### config.mk
export PLATFORM = sky130hd
export DESIGN_NAME = st_glue_top
export DESIGN_NICKNAME = d
export VERILOG_FILES = /design/src/design/st_glue_pkg.sv /design/src/design/st_audio_mix.sv /design/src/design/st_config_decode.sv /design/src/design/st_glue_top.sv /design/src/design/st_ram_arbiter.sv /design/src/design/st_tos_upload.sv /design/src/design/st_viking_detect.sv
export SDC_FILE = /design/constraint.sdc
export NUM_CORES = 1
export LEC_CHECK = 0
export BUFFER_PORTS_ARGS = -buffer_cell sky130_fd_sc_hd__buf_4
export CORE_AREA = 2 2 135 137
export CTS_BUF_LIST = sky130_fd_sc_hd__clkbuf_2 sky130_fd_sc_hd__clkbuf_4 sky130_fd_sc_hd__clkbuf_8
export CTS_CLUSTER_SIZE = 30
export DETAILED_ROUTE_END_ITERATION = 6
export DIE_AREA = 0 0 137 139
export PLACE_DENSITY = 0.7
export REMOVE_ABC_BUFFERS = 1
export SETUP_SLACK_MARGIN = 0.05
export SKIP_LAST_GASP = 1
export SYNTH_ARGS = -nofsm -noshare
export SYNTH_HDL_FRONTEND = slang
export SYNTH_SLANG_ARGS = --single-unit
### constraint.sdc
create_clock -name clk_32 -period 2.3 [get_ports clk_32]
set_clock_uncertainty 0.1 [all_clocks]
set_input_delay 0.115 -clock clk_32 [delete_from_list [all_inputs] [get_ports clk_32]]
set_output_delay 0.115 -clock clk_32 [all_outputs]
set_load 0.02 [all_outputs]
### src/design/st_glue_pkg.sv
package st_glue_pkg;

	// bus side widths
	typedef logic [31:0] sys_ctrl_t;   // control word from io controller
	typedef logic [23:1] word_addr_t;  // 68000 word address
	typedef logic [15:0] word_t;

	// bus cycle number from the mcu, one slot per 8 MHz phase group
	typedef logic [1:0] bus_slot_t;

	localparam bus_slot_t SLOT_PRE   = 2'd0;  // cpu precycle
	localparam bus_slot_t SLOT_CPU   = 2'd1;
	localparam bus_slot_t SLOT_VIDEO = 2'd2;  // shifter and viking share this one

	// ram size as coded in the control word
	typedef enum logic [2:0] {
		RAM_512K = 3'd0,
		RAM_1M   = 3'd1,
		RAM_2M   = 3'd2,
		RAM_4M   = 3'd3,
		RAM_8M   = 3'd4,
		RAM_14M  = 3'd5
	} ram_size_e;

	// audio
	typedef logic [7:0]         ym_chan_t;  // unsigned psg level
	typedef logic [7:0]         dma_snd_t;  // unsigned ste dma sample
	typedef logic signed [14:0] mix_t;      // to the sigma-delta dac

	// control word bit positions
	localparam int CTRL_RESET      = 0;
	localparam int CTRL_RAM_LO     = 1;
	localparam int CTRL_RAM_HI     = 3;
	localparam int CTRL_SCANLINES  = 20;
	localparam int CTRL_PSG_STEREO = 22;
	localparam int CTRL_STE        = 23;
	localparam int CTRL_MSTE       = 24;
	localparam int CTRL_VIKING     = 28;

	// accesses needed before we believe a viking driver is running
	localparam logic [7:0] VIKING_HITS = 8'd255;

	// address tags, bits 23:18
	localparam logic [5:0] VIKING_BASE_LO = 6'b110000;  // $c0xxxx
	localparam logic [5:0] VIKING_BASE_HI = 6'b111010;  // $e8xxxx
	localparam logic [5:0] TOS192_TAG     = 6'b111111;  // $fcxxxx

	// bits 23:20, 256k tos lives at $e00000
	localparam logic [3:0] TOS256_TAG = 4'he;

	// midpoints for recentring unsigned audio
	localparam logic [9:0] YM_MID  = 10'd512;
	localparam logic [7:0] DMA_MID = 8'd128;

endpackage

### src/design/st_audio_mix.sv
module st_audio_mix (
	input  logic                  clk_32,
	input  logic                  xsint,
	input  logic                  psg_stereo_i,  // a left, c right, b both
	input  st_glue_pkg::ym_chan_t ym_a_i,
	input  st_glue_pkg::ym_chan_t ym_b_i,
	input  st_glue_pkg::ym_chan_t ym_c_i,
	input  st_glue_pkg::dma_snd_t dma_l_i,
	input  st_glue_pkg::dma_snd_t dma_r_i,
	output st_glue_pkg::mix_t     mix_l_o,
	output st_glue_pkg::mix_t     mix_r_o
);
	import st_glue_pkg::*;

	logic [9:0] ym_l;  // unsigned channel sums
	logic [9:0] ym_r;
	logic [9:0] ym_ab;
	logic [9:0] ym_cb;

	// recentre both sources, then widen to 15 bits by repeating the
	// top bits below so full scale stays near full scale
	function automatic mix_t mix_one(input logic [9:0] ym, input dma_snd_t dma);
		logic [9:0] ym_s;
		logic [7:0] dma_s;
		ym_s    = ym - YM_MID;
		dma_s   = dma - DMA_MID;
		mix_one = {ym_s[9], ym_s, ym_s[9:6]} + {dma_s[7], dma_s, dma_s[7:2]};  // wraps
	endfunction

	assign ym_ab = {2'b00, ym_a_i} + {2'b00, ym_b_i};
	assign ym_cb = {2'b00, ym_c_i} + {2'b00, ym_b_i};

	always_comb begin
		if (psg_stereo_i) begin
			ym_l = ym_ab;
			ym_r = ym_cb;
		end else begin
			ym_l = ym_ab + {2'b00, ym_c_i};  // mono, all three both sides
			ym_r = ym_l;
		end
	end

	always_ff @(posedge clk_32 or negedge xsint) begin
		if (!xsint) begin
			mix_l_o <= '0;
			mix_r_o <= '0;
		end else begin
			mix_l_o <= mix_one(ym_l, dma_l_i);
			mix_r_o <= mix_one(ym_r, dma_r_i);
		end
	end

endmodule

### src/design/st_config_decode.sv
module st_config_decode (
	input  st_glue_pkg::sys_ctrl_t sys_ctrl_i,
	output logic                   ste_o,
	output logic                   mste_o,
	output logic                   steroids_o,
	output logic                   viking_enable_o,
	output logic                   psg_stereo_o,
	output st_glue_pkg::ram_size_e ram_size_o
);
	import st_glue_pkg::*;

	logic [2:0] ram_code;       // raw size field
	logic       viking_mem_ok;  // viking can't coexist with 14M

	assign ram_code = sys_ctrl_i[CTRL_RAM_HI:CTRL_RAM_LO];

	// machine flavour
	assign ste_o        = sys_ctrl_i[CTRL_STE] || sys_ctrl_i[CTRL_MSTE];
	assign mste_o       = sys_ctrl_i[CTRL_MSTE];
	assign steroids_o   = sys_ctrl_i[CTRL_STE] && sys_ctrl_i[CTRL_MSTE];  // ste on steroids
	assign psg_stereo_o = sys_ctrl_i[CTRL_PSG_STEREO];

	always_comb begin
		case (ram_code)
			3'd0:    ram_size_o = RAM_512K;
			3'd1:    ram_size_o = RAM_1M;
			3'd2:    ram_size_o = RAM_2M;
			3'd3:    ram_size_o = RAM_4M;
			3'd4:    ram_size_o = RAM_8M;
			3'd5:    ram_size_o = RAM_14M;
			default: ram_size_o = RAM_512K;  // unused codes, smallest window
		endcase
	end

	// the viking frame buffer sits at $c00000, which overlaps 14M ram
	always_comb begin
		case (ram_size_o)
			RAM_512K, RAM_1M, RAM_2M, RAM_4M, RAM_8M: viking_mem_ok = 1'b1;
			default:                                  viking_mem_ok = 1'b0;
		endcase
	end

	// steroids moves the card up to $e80000 so it is always allowed
	assign viking_enable_o = (sys_ctrl_i[CTRL_VIKING] && viking_mem_ok) || steroids_o;

endmodule

### src/design/st_glue_top.sv
module st_glue_top (
	input  logic                    clk_32,
	input  logic                    xsint,
	input  st_glue_pkg::sys_ctrl_t  sys_ctrl_i,
	input  logic                    clk_8_en_i,
	input  st_glue_pkg::bus_slot_t  bus_slot_i,
	input  logic                    as_n_i,
	input  logic                    rom2_n_i,
	input  st_glue_pkg::word_addr_t cpu_addr_i,
	input  logic                    dl_strobe_i,
	input  logic                    download_i,
	input  st_glue_pkg::word_addr_t dl_addr_i,
	input  st_glue_pkg::word_t      dl_din_i,
	input  logic                    ras_n_i,
	input  logic                    mcu_we_n_i,
	input  logic                    mcu_uds_i,
	input  logic                    mcu_lds_i,
	input  st_glue_pkg::word_addr_t mcu_addr_i,
	input  st_glue_pkg::word_t      mcu_din_i,
	input  logic                    blt_has_bus_i,
	input  logic                    blt_read_i,
	input  logic                    blt_write_i,
	input  st_glue_pkg::word_addr_t blt_addr_i,
	input  st_glue_pkg::word_t      blt_din_i,
	input  logic                    vik_read_i,
	input  st_glue_pkg::word_addr_t vik_addr_i,
	input  st_glue_pkg::ym_chan_t   ym_a_i,
	input  st_glue_pkg::ym_chan_t   ym_b_i,
	input  st_glue_pkg::ym_chan_t   ym_c_i,
	input  st_glue_pkg::dma_snd_t   dma_l_i,
	input  st_glue_pkg::dma_snd_t   dma_r_i,
	output logic                    viking_active_o,  // switches video source
	output st_glue_pkg::word_addr_t rom_addr_o,
	output st_glue_pkg::word_addr_t sdram_addr_o,
	output st_glue_pkg::word_t      sdram_din_o,
	output logic                    sdram_oe_o,
	output logic                    sdram_we_o,
	output logic                    sdram_uds_o,
	output logic                    sdram_lds_o,
	output st_glue_pkg::mix_t       mix_l_o,
	output st_glue_pkg::mix_t       mix_r_o
);
	import st_glue_pkg::*;

	logic      sys_reset;
	logic      steroids;
	logic      viking_enable;
	logic      psg_stereo;
	ram_size_e ram_size;
	logic      dl_wr;

	assign sys_reset = sys_ctrl_i[CTRL_RESET];

	// ste/mste only steer chipset blocks outside this glue
	st_config_decode st_config_decode_i (.sys_ctrl_i(sys_ctrl_i), .ste_o(), .mste_o(),
		.steroids_o(steroids), .viking_enable_o(viking_enable),
		.psg_stereo_o(psg_stereo), .ram_size_o(ram_size));

	st_viking_detect st_viking_detect_i (.clk_32(clk_32), .xsint(xsint),
		.sys_reset_i(sys_reset), .clk_8_en_i(clk_8_en_i), .as_n_i(as_n_i),
		.viking_enable_i(viking_enable), .steroids_i(steroids), .cpu_addr_i(cpu_addr_i),
		.viking_active_o(viking_active_o));

	st_tos_upload st_tos_upload_i (.clk_32(clk_32), .xsint(xsint), .clk_8_en_i(clk_8_en_i),
		.dl_strobe_i(dl_strobe_i), .download_i(download_i), .rom2_n_i(rom2_n_i),
		.bus_slot_i(bus_slot_i), .dl_addr_i(dl_addr_i), .cpu_addr_i(cpu_addr_i),
		.dl_wr_o(dl_wr), .rom_addr_o(rom_addr_o));

	st_ram_arbiter st_ram_arbiter_i (.clk_32(clk_32), .xsint(xsint), .bus_slot_i(bus_slot_i),
		.ram_size_i(ram_size), .mcu_addr_i(mcu_addr_i), .blt_addr_i(blt_addr_i),
		.vik_addr_i(vik_addr_i), .dl_addr_i(dl_addr_i), .mcu_din_i(mcu_din_i),
		.blt_din_i(blt_din_i), .dl_din_i(dl_din_i), .ras_n_i(ras_n_i), .mcu_we_n_i(mcu_we_n_i),
		.mcu_uds_i(mcu_uds_i), .mcu_lds_i(mcu_lds_i), .blt_has_bus_i(blt_has_bus_i),
		.blt_read_i(blt_read_i), .blt_write_i(blt_write_i), .vik_read_i(vik_read_i),
		.viking_active_i(viking_active_o), .download_i(download_i), .dl_wr_i(dl_wr),
		.sdram_addr_o(sdram_addr_o), .sdram_din_o(sdram_din_o), .sdram_oe_o(sdram_oe_o),
		.sdram_we_o(sdram_we_o), .sdram_uds_o(sdram_uds_o), .sdram_lds_o(sdram_lds_o));

	st_audio_mix st_audio_mix_i (.clk_32(clk_32), .xsint(xsint), .psg_stereo_i(psg_stereo),
		.ym_a_i(ym_a_i), .ym_b_i(ym_b_i), .ym_c_i(ym_c_i), .dma_l_i(dma_l_i),
		.dma_r_i(dma_r_i), .mix_l_o(mix_l_o), .mix_r_o(mix_r_o));

endmodule

### src/design/st_ram_arbiter.sv
module st_ram_arbiter (
	input  logic                    clk_32,
	input  logic                    xsint,
	input  st_glue_pkg::bus_slot_t  bus_slot_i,
	input  st_glue_pkg::ram_size_e  ram_size_i,
	input  st_glue_pkg::word_addr_t mcu_addr_i,
	input  st_glue_pkg::word_addr_t blt_addr_i,
	input  st_glue_pkg::word_addr_t vik_addr_i,
	input  st_glue_pkg::word_addr_t dl_addr_i,
	input  st_glue_pkg::word_t      mcu_din_i,
	input  st_glue_pkg::word_t      blt_din_i,
	input  st_glue_pkg::word_t      dl_din_i,
	input  logic                    ras_n_i,        // ras0_n & ras1_n
	input  logic                    mcu_we_n_i,
	input  logic                    mcu_uds_i,
	input  logic                    mcu_lds_i,
	input  logic                    blt_has_bus_i,
	input  logic                    blt_read_i,
	input  logic                    blt_write_i,
	input  logic                    vik_read_i,
	input  logic                    viking_active_i,
	input  logic                    download_i,
	input  logic                    dl_wr_i,        // pulse from upload logic
	output st_glue_pkg::word_addr_t sdram_addr_o,
	output st_glue_pkg::word_t      sdram_din_o,
	output logic                    sdram_oe_o,
	output logic                    sdram_we_o,
	output logic                    sdram_uds_o,
	output logic                    sdram_lds_o
);
	import st_glue_pkg::*;

	logic ras_n_q;    // ras one clock ago
	logic ram_start;  // falling ras edge
	logic ram_oe;
	logic ram_we;
	logic ram_en;     // mcu address inside fitted ram
	logic cpu_cycle;
	logic dl_sel;
	logic blt_sel;
	logic vik_sel;

	always_ff @(posedge clk_32 or negedge xsint) begin
		if (!xsint)
			ras_n_q <= 1'b0;  // no access until ras has been seen high
		else
			ras_n_q <= ras_n_i;
	end

	assign ram_start = ras_n_q & ~ras_n_i;
	assign ram_oe    = ram_start & mcu_we_n_i & (|mcu_addr_i);  // address 0 never read
	assign ram_we    = ram_start & ~mcu_we_n_i;

	// window check, each size allows everything below its top
	always_comb begin
		case (ram_size_i)
			RAM_512K: ram_en = (mcu_addr_i[23:19] == 5'b00000);
			RAM_1M:   ram_en = (mcu_addr_i[23:20] == 4'b0000);
			RAM_2M:   ram_en = (mcu_addr_i[23:21] == 3'b000);
			RAM_4M:   ram_en = (mcu_addr_i[23:22] == 2'b00);
			RAM_8M:   ram_en = !mcu_addr_i[23];
			RAM_14M:  ram_en = !(&mcu_addr_i[23:21]);  // up to $dfffff
			default:  ram_en = 1'b0;
		endcase
	end

	// who owns the slot
	assign cpu_cycle = (bus_slot_i == SLOT_CPU);
	assign dl_sel    = cpu_cycle & download_i;     // upload wins everything
	assign blt_sel   = cpu_cycle & blt_has_bus_i;
	assign vik_sel   = (bus_slot_i == SLOT_VIDEO) & viking_active_i & vik_read_i;

	always_comb begin
		// mcu by default, gated by the window
		sdram_addr_o = mcu_addr_i;
		sdram_oe_o   = ram_oe & ram_en;
		sdram_we_o   = ram_we & ram_en;
		sdram_uds_o  = mcu_uds_i;
		sdram_lds_o  = mcu_lds_i;
		if (dl_sel) begin
			sdram_addr_o = dl_addr_i;
			sdram_oe_o   = 1'b0;
			sdram_we_o   = dl_wr_i;
			sdram_uds_o  = 1'b1;  // always whole words
			sdram_lds_o  = 1'b1;
		end else if (blt_sel) begin
			sdram_addr_o = blt_addr_i;
			sdram_oe_o   = blt_read_i;
			sdram_we_o   = blt_write_i;
			sdram_uds_o  = 1'b1;
			sdram_lds_o  = 1'b1;
		end else if (vik_sel) begin
			sdram_addr_o = vik_addr_i;  // 64 bit burst fetch
			sdram_oe_o   = 1'b1;
		end
	end

	// write data not tied to the slot, only writers in their slot use it
	always_comb begin
		if (download_i)
			sdram_din_o = dl_din_i;
		else if (blt_has_bus_i)
			sdram_din_o = blt_din_i;
		else
			sdram_din_o = mcu_din_i;
	end

endmodule

### src/design/st_tos_upload.sv
module st_tos_upload (
	input  logic                    clk_32,
	input  logic                    xsint,
	input  logic                    clk_8_en_i,
	input  logic                    dl_strobe_i,  // toggles once per word
	input  logic                    download_i,
	input  logic                    rom2_n_i,     // tos rom select from mcu
	input  st_glue_pkg::bus_slot_t  bus_slot_i,
	input  st_glue_pkg::word_addr_t dl_addr_i,
	input  st_glue_pkg::word_addr_t cpu_addr_i,
	output logic                    dl_wr_o,
	output st_glue_pkg::word_addr_t rom_addr_o
);
	import st_glue_pkg::*;

	logic       strobe_q;  // strobe as seen at the last precycle
	logic       pre_tick;  // sample point
	logic       tos192k;   // image loaded at $fc0000
	logic [5:0] rom_bank;  // bits 23:18 of the remapped address

	// the strobe comes from the spi clock domain, so only look at it
	// once per bus cycle; the write then lands in the following cpu slot
	assign pre_tick = (bus_slot_i == SLOT_PRE) && clk_8_en_i;

	always_ff @(posedge clk_32 or negedge xsint) begin
		if (!xsint) begin
			strobe_q <= 1'b0;
			dl_wr_o  <= 1'b0;
		end else begin
			dl_wr_o <= 1'b0;  // single clock pulse
			if (pre_tick) begin
				strobe_q <= dl_strobe_i;
				if (dl_strobe_i != strobe_q)
					dl_wr_o <= 1'b1;
			end
		end
	end

	// image address tells which tos flavour is coming in
	always_ff @(posedge clk_32 or negedge xsint) begin
		if (!xsint) begin
			tos192k <= 1'b0;
		end else if (download_i) begin
			if (dl_addr_i[23:18] == TOS192_TAG)
				tos192k <= 1'b1;  // st tos 1.x
			else if (dl_addr_i[23:20] == TOS256_TAG)
				tos192k <= 1'b0;  // ste tos at $e00000
		end
	end

	// rom2 window maps onto whichever bank the image was loaded to
	assign rom_bank = tos192k ? TOS192_TAG : {TOS256_TAG, 2'b00};

	always_comb begin
		if (!rom2_n_i)
			rom_addr_o = {rom_bank, cpu_addr_i[17:1]};
		else
			rom_addr_o = cpu_addr_i;  // other roms and cartridge as is
	end

endmodule

### src/design/st_viking_detect.sv
module st_viking_detect (
	input  logic                    clk_32,
	input  logic                    xsint,
	input  logic                    sys_reset_i,      // core reset from io controller
	input  logic                    clk_8_en_i,       // 8 MHz bus enable
	input  logic                    as_n_i,
	input  logic                    viking_enable_i,
	input  logic                    steroids_i,       // selects the high base
	input  st_glue_pkg::word_addr_t cpu_addr_i,
	output logic                    viking_active_o
);
	import st_glue_pkg::*;

	logic [7:0] hit_cnt;   // saturating access count
	logic [5:0] tag_want;  // window the driver should hit
	logic       tag_hit;
	logic       hit;

	// tos probes the area too, so a single access means nothing
	assign tag_want = steroids_i ? VIKING_BASE_HI : VIKING_BASE_LO;
	assign tag_hit  = (cpu_addr_i[23:18] == tag_want);

	assign hit = clk_8_en_i && !as_n_i && viking_enable_i && tag_hit &&
		(hit_cnt != VIKING_HITS);  // stop at saturation

	always_ff @(posedge clk_32 or negedge xsint) begin
		if (!xsint) begin
			hit_cnt         <= 8'd0;
			viking_active_o <= 1'b0;
		end else if (sys_reset_i) begin  // machine reset drops back to shifter video
			hit_cnt         <= 8'd0;
			viking_active_o <= 1'b0;
		end else begin
			if (hit)
				hit_cnt <= hit_cnt + 8'd1;
			viking_active_o <= (hit_cnt == VIKING_HITS);  // one clock behind the count
		end
	end

endmodule

==> results.cfg <==
[clock_tree]
cts_htree_levels = 2
clock_path_buffers = 2
clkTransAtPathRegs_ns = 0.09
clock-sinks = 43
cts_root_buffer = clkbuf_8
cts_tree = yes
cts_buffers = 5
holdBufCountCts = 7
clkLatencyLatePin_ns = 0.29

[worst_setup_path]
reg2reg_to = st_viking_detect_i.hit_cnt[7]
path_class = in -> reg
r2r-start = st_viking_detect_i.hit_cnt[0]
critPathRequiredTime_ns = 2.40
ff2ff_setup_slack_ns = 0.36
worstRegToRegCells = 7
start_kind = input pin
cp.arrival_ns = 3.99
crit_fanout = 3
cp-end-kind = flop

[global_route]
grt_pass1_vias = 6086
grt-ovfl-total = 0
grt_usage = 0.2170
grt_pass1_wl_um = 32010
grt_start_max_net_pins = 48
antenna_found_initial = 1

[floorplanning]
dieHeight_um = 139
rows = 49
ios = 349
initial_core_util = 0.2902
core-area_um2 = 17660
die_x_um = 137
dieArea_um2 = 19040

[placed_design]
dpl.cell_count = 1254
port_buffers = 290
globalplace.congestion = 0.9334
dp.final_hpwl_um = 18650

[cells_and_area]
fillers = 1665
drive_gt1_frac = 0.4862
stdcell_count = 1282
layout_common_cells = buf_4 (419), nand2_1 (67), nor2_1 (62)
layout.nets = 1362
syn2layout_area_growth_pct = 77.25
diodes = 0
post-route-util = 0.5145
mostFrequentLayoutCell = buf_4

[sta]
min_period_ns = 3.888
tns_ns = -36.55
setup_ws_ns = -1.588
timing.fmax_mhz = 257.2
rsz0062_at_grt = yes
fin_crit_sh = 1.690
finalSetupViolCount = 30
tightest_slew_ns = 0.6507
slew_headroom = 0.5550
finalHoldViolCount = 1
whs_ns = -0.01508
drv_slew = 0

[logic_synthesis]
ys_async_sr_fraction = 1.000
synth_seq_cells = 43
synth_enable_flop_cells = 0
ys_types = 59
ys.flop_type = dfrtp_1
avgSynthCellArea_um2 = 7.933
ys_seq_area_frac = 0.2100
synth_cells = 646
synthesis.area_um2 = 5125
yosysWarnings = 0

[route]
routed_via_density = 4.925
wirelength_um = 22540
detail_route.first_pass.iterations = 5
drt_iter0_markers = 341
drtAntennaViolNets = 0
drc = 0
wl_per_cell_um = 17.58
route.vias.total = 6314

[flow_run]
maxCapViolations = 0

[worst_hold_path]
whs_endpoint = st_audio_mix_i.mix_r_o[0]
hold_path_depth = 2
hp-class = in -> reg
min_from = dma_r_i[2]

[pwr]
power_density_nw_per_um2 = 639.1
peakVddDrop_mv = 0.3365
totalPowerFinal_mw = 5.806
power.leakage_nw = 4.638

[outcome]
outcome = finished with violations
violations = negative hold slack, negative setup slack
==> synthesized netlist by cell type, types with 5 or more instances <==
library cell	n	share of area
buf_4	17	0.025
fa_1	5	0.020
clkbuf_1	18	0.013
or3_1	7	0.0085
inv_1	23	0.017
buf_2	5	0.0049
nand4_1	10	0.012
o21ai_0	60	0.059
xor2_1	16	0.027
mux2i_1	40	0.078
nand2_1	69	0.051
nand3_1	6	0.0059
dfrtp_1	43	0.21
nor2_1	66	0.048
nand2b_1	9	0.011
a21oi_1	61	0.060
mux2_2	5	0.011
nor3_1	6	0.0059
nor2b_1	9	0.011
ha_1	53	0.13
o211ai_1	6	0.0088
nor4_1	7	0.0085
xnor2_1	31	0.053
a21o_1	15	0.022
o21a_1	6	0.0088
o21bai_1	7	0.010
==> worst max-delay path: stages <==
cell and delay, ns:
buf_8 0.07, ha_4 0.13, inv_2 0.04, fa_2 0.34
nand2b_4 0.16, a21boi_4 0.16, a31o_4 0.19, nor2_4 0.04
xnor2_2 0.14, ha_1 0.30, o21a_1 0.14, nor2_2 0.04
a21oi_2 0.18, mux2_4 0.34, a21o_1 0.23, fa_2 0.38
a21o_1 0.17, a21oi_2 0.17, o21ai_2 0.08, a311oi_2 0.29
nor2b_1 0.10, o41ai_2 0.19
==> cell families (layout without fill, tap and decap cells) <==
family,after synthesis,after routing,share of synthesized area
compound gates,184,184,0.2246
xor+xnor,47,47,0.08032
fa+ha+maj,58,58,0.1489
buf+inv,64,471,0.06054
flops,43,43,0.2100
mux,45,45,0.08911
simple gates,205,205,0.1865
==> metrics by stage <==
step / instance area, um^2 / setup slack (ns)
floorplan: 4905 / -2.011
global placement: 8363 / -2.208
detailed placement: 8363 / -2.385
CTS: 8741 / -1.585
global route: 9084 / -1.757
finish: 9084 / -1.588
==> layout make-up <==
| cell class | count | area (um^2) | area share |
|---|---|---|---|
| Timing Repair Buffer | 439 | 3401 | 0.3744 |
| Clock inverter | 1 | 8.758 | 0.0009642 |
| Clock buffer | 7 | 90.09 | 0.009917 |
| Multi-Input combinational cell | 539 | 4131 | 0.4548 |
| Tap cell | 229 | 286.5 | 0.03154 |
| Sequential cell | 43 | 1076 | 0.1185 |
| Inverter | 24 | 90.09 | 0.009917 |
==> power by group <==
group / total [mW] / switching [mW] / internal (mW)
Combinational: 4.17 / 2.01 / 2.16
Clock: 0.526 / 0.268 / 0.258
Sequential: 1.11 / 0.0921 / 1.02
Total: 5.81 / 2.37 / 3.43
==> state kept, by name, indices dropped and copies added (netlist names) <==
register,cells
st_audio_mix_i.mix_l_o,15
st_tos_upload_i.dl_wr_o,1
st_ram_arbiter_i.ras_n_q,1
st_tos_upload_i.strobe_q,1
st_audio_mix_i.mix_r_o,15
st_viking_detect_i.hit_cnt,8
st_viking_detect_i.viking_active_o,1
st_tos_upload_i.tos192k,1
==> worst max path at each step <==
stage                          from                    endpoint  slack [ns]
after detailed placement  ym_b_i[0]  st_audio_mix_i.mix_l_o[14]       -2.38
after global placement    ym_b_i[0]  st_audio_mix_i.mix_r_o[14]       -2.21
final                     ym_a_i[0]  st_audio_mix_i.mix_r_o[14]       -1.59
after global routing      ym_a_i[0]  st_audio_mix_i.mix_l_o[14]       -1.76
after floorplan           ym_a_i[0]  st_audio_mix_i.mix_r_o[14]       -2.01
after CTS                 ym_a_i[0]  st_audio_mix_i.mix_r_o[14]       -1.59
==> metal layers <==
| layer | vias to the layer above | global-route usage | routed length, um |
|---|---|---|---|
| met5 | - | 0 | 13 |
| met4 | 2 | 0.05806 | 471 |
| met3 | 27 | 0.05921 | 2079 |
| met2 | 239 | 0.3852 | 11340 |
| met1 | 2935 | 0.2541 | 8639 |
| li1 | 3111 | - | - |
==> timing repair <==
| action | 4_1_cts | 5_1_grt |
|---|---|---|
| resized for setup | 43 | 46 |
| pin swaps | 35 | 38 |
| endpoints found under the setup margin | 30 | 32 |
| setup buffers | 6 | 9 |
| endpoints found under the hold margin | 57 | 2 |
| gates cloned | 0 | 1 |
(Power assumes the default switching activity.)
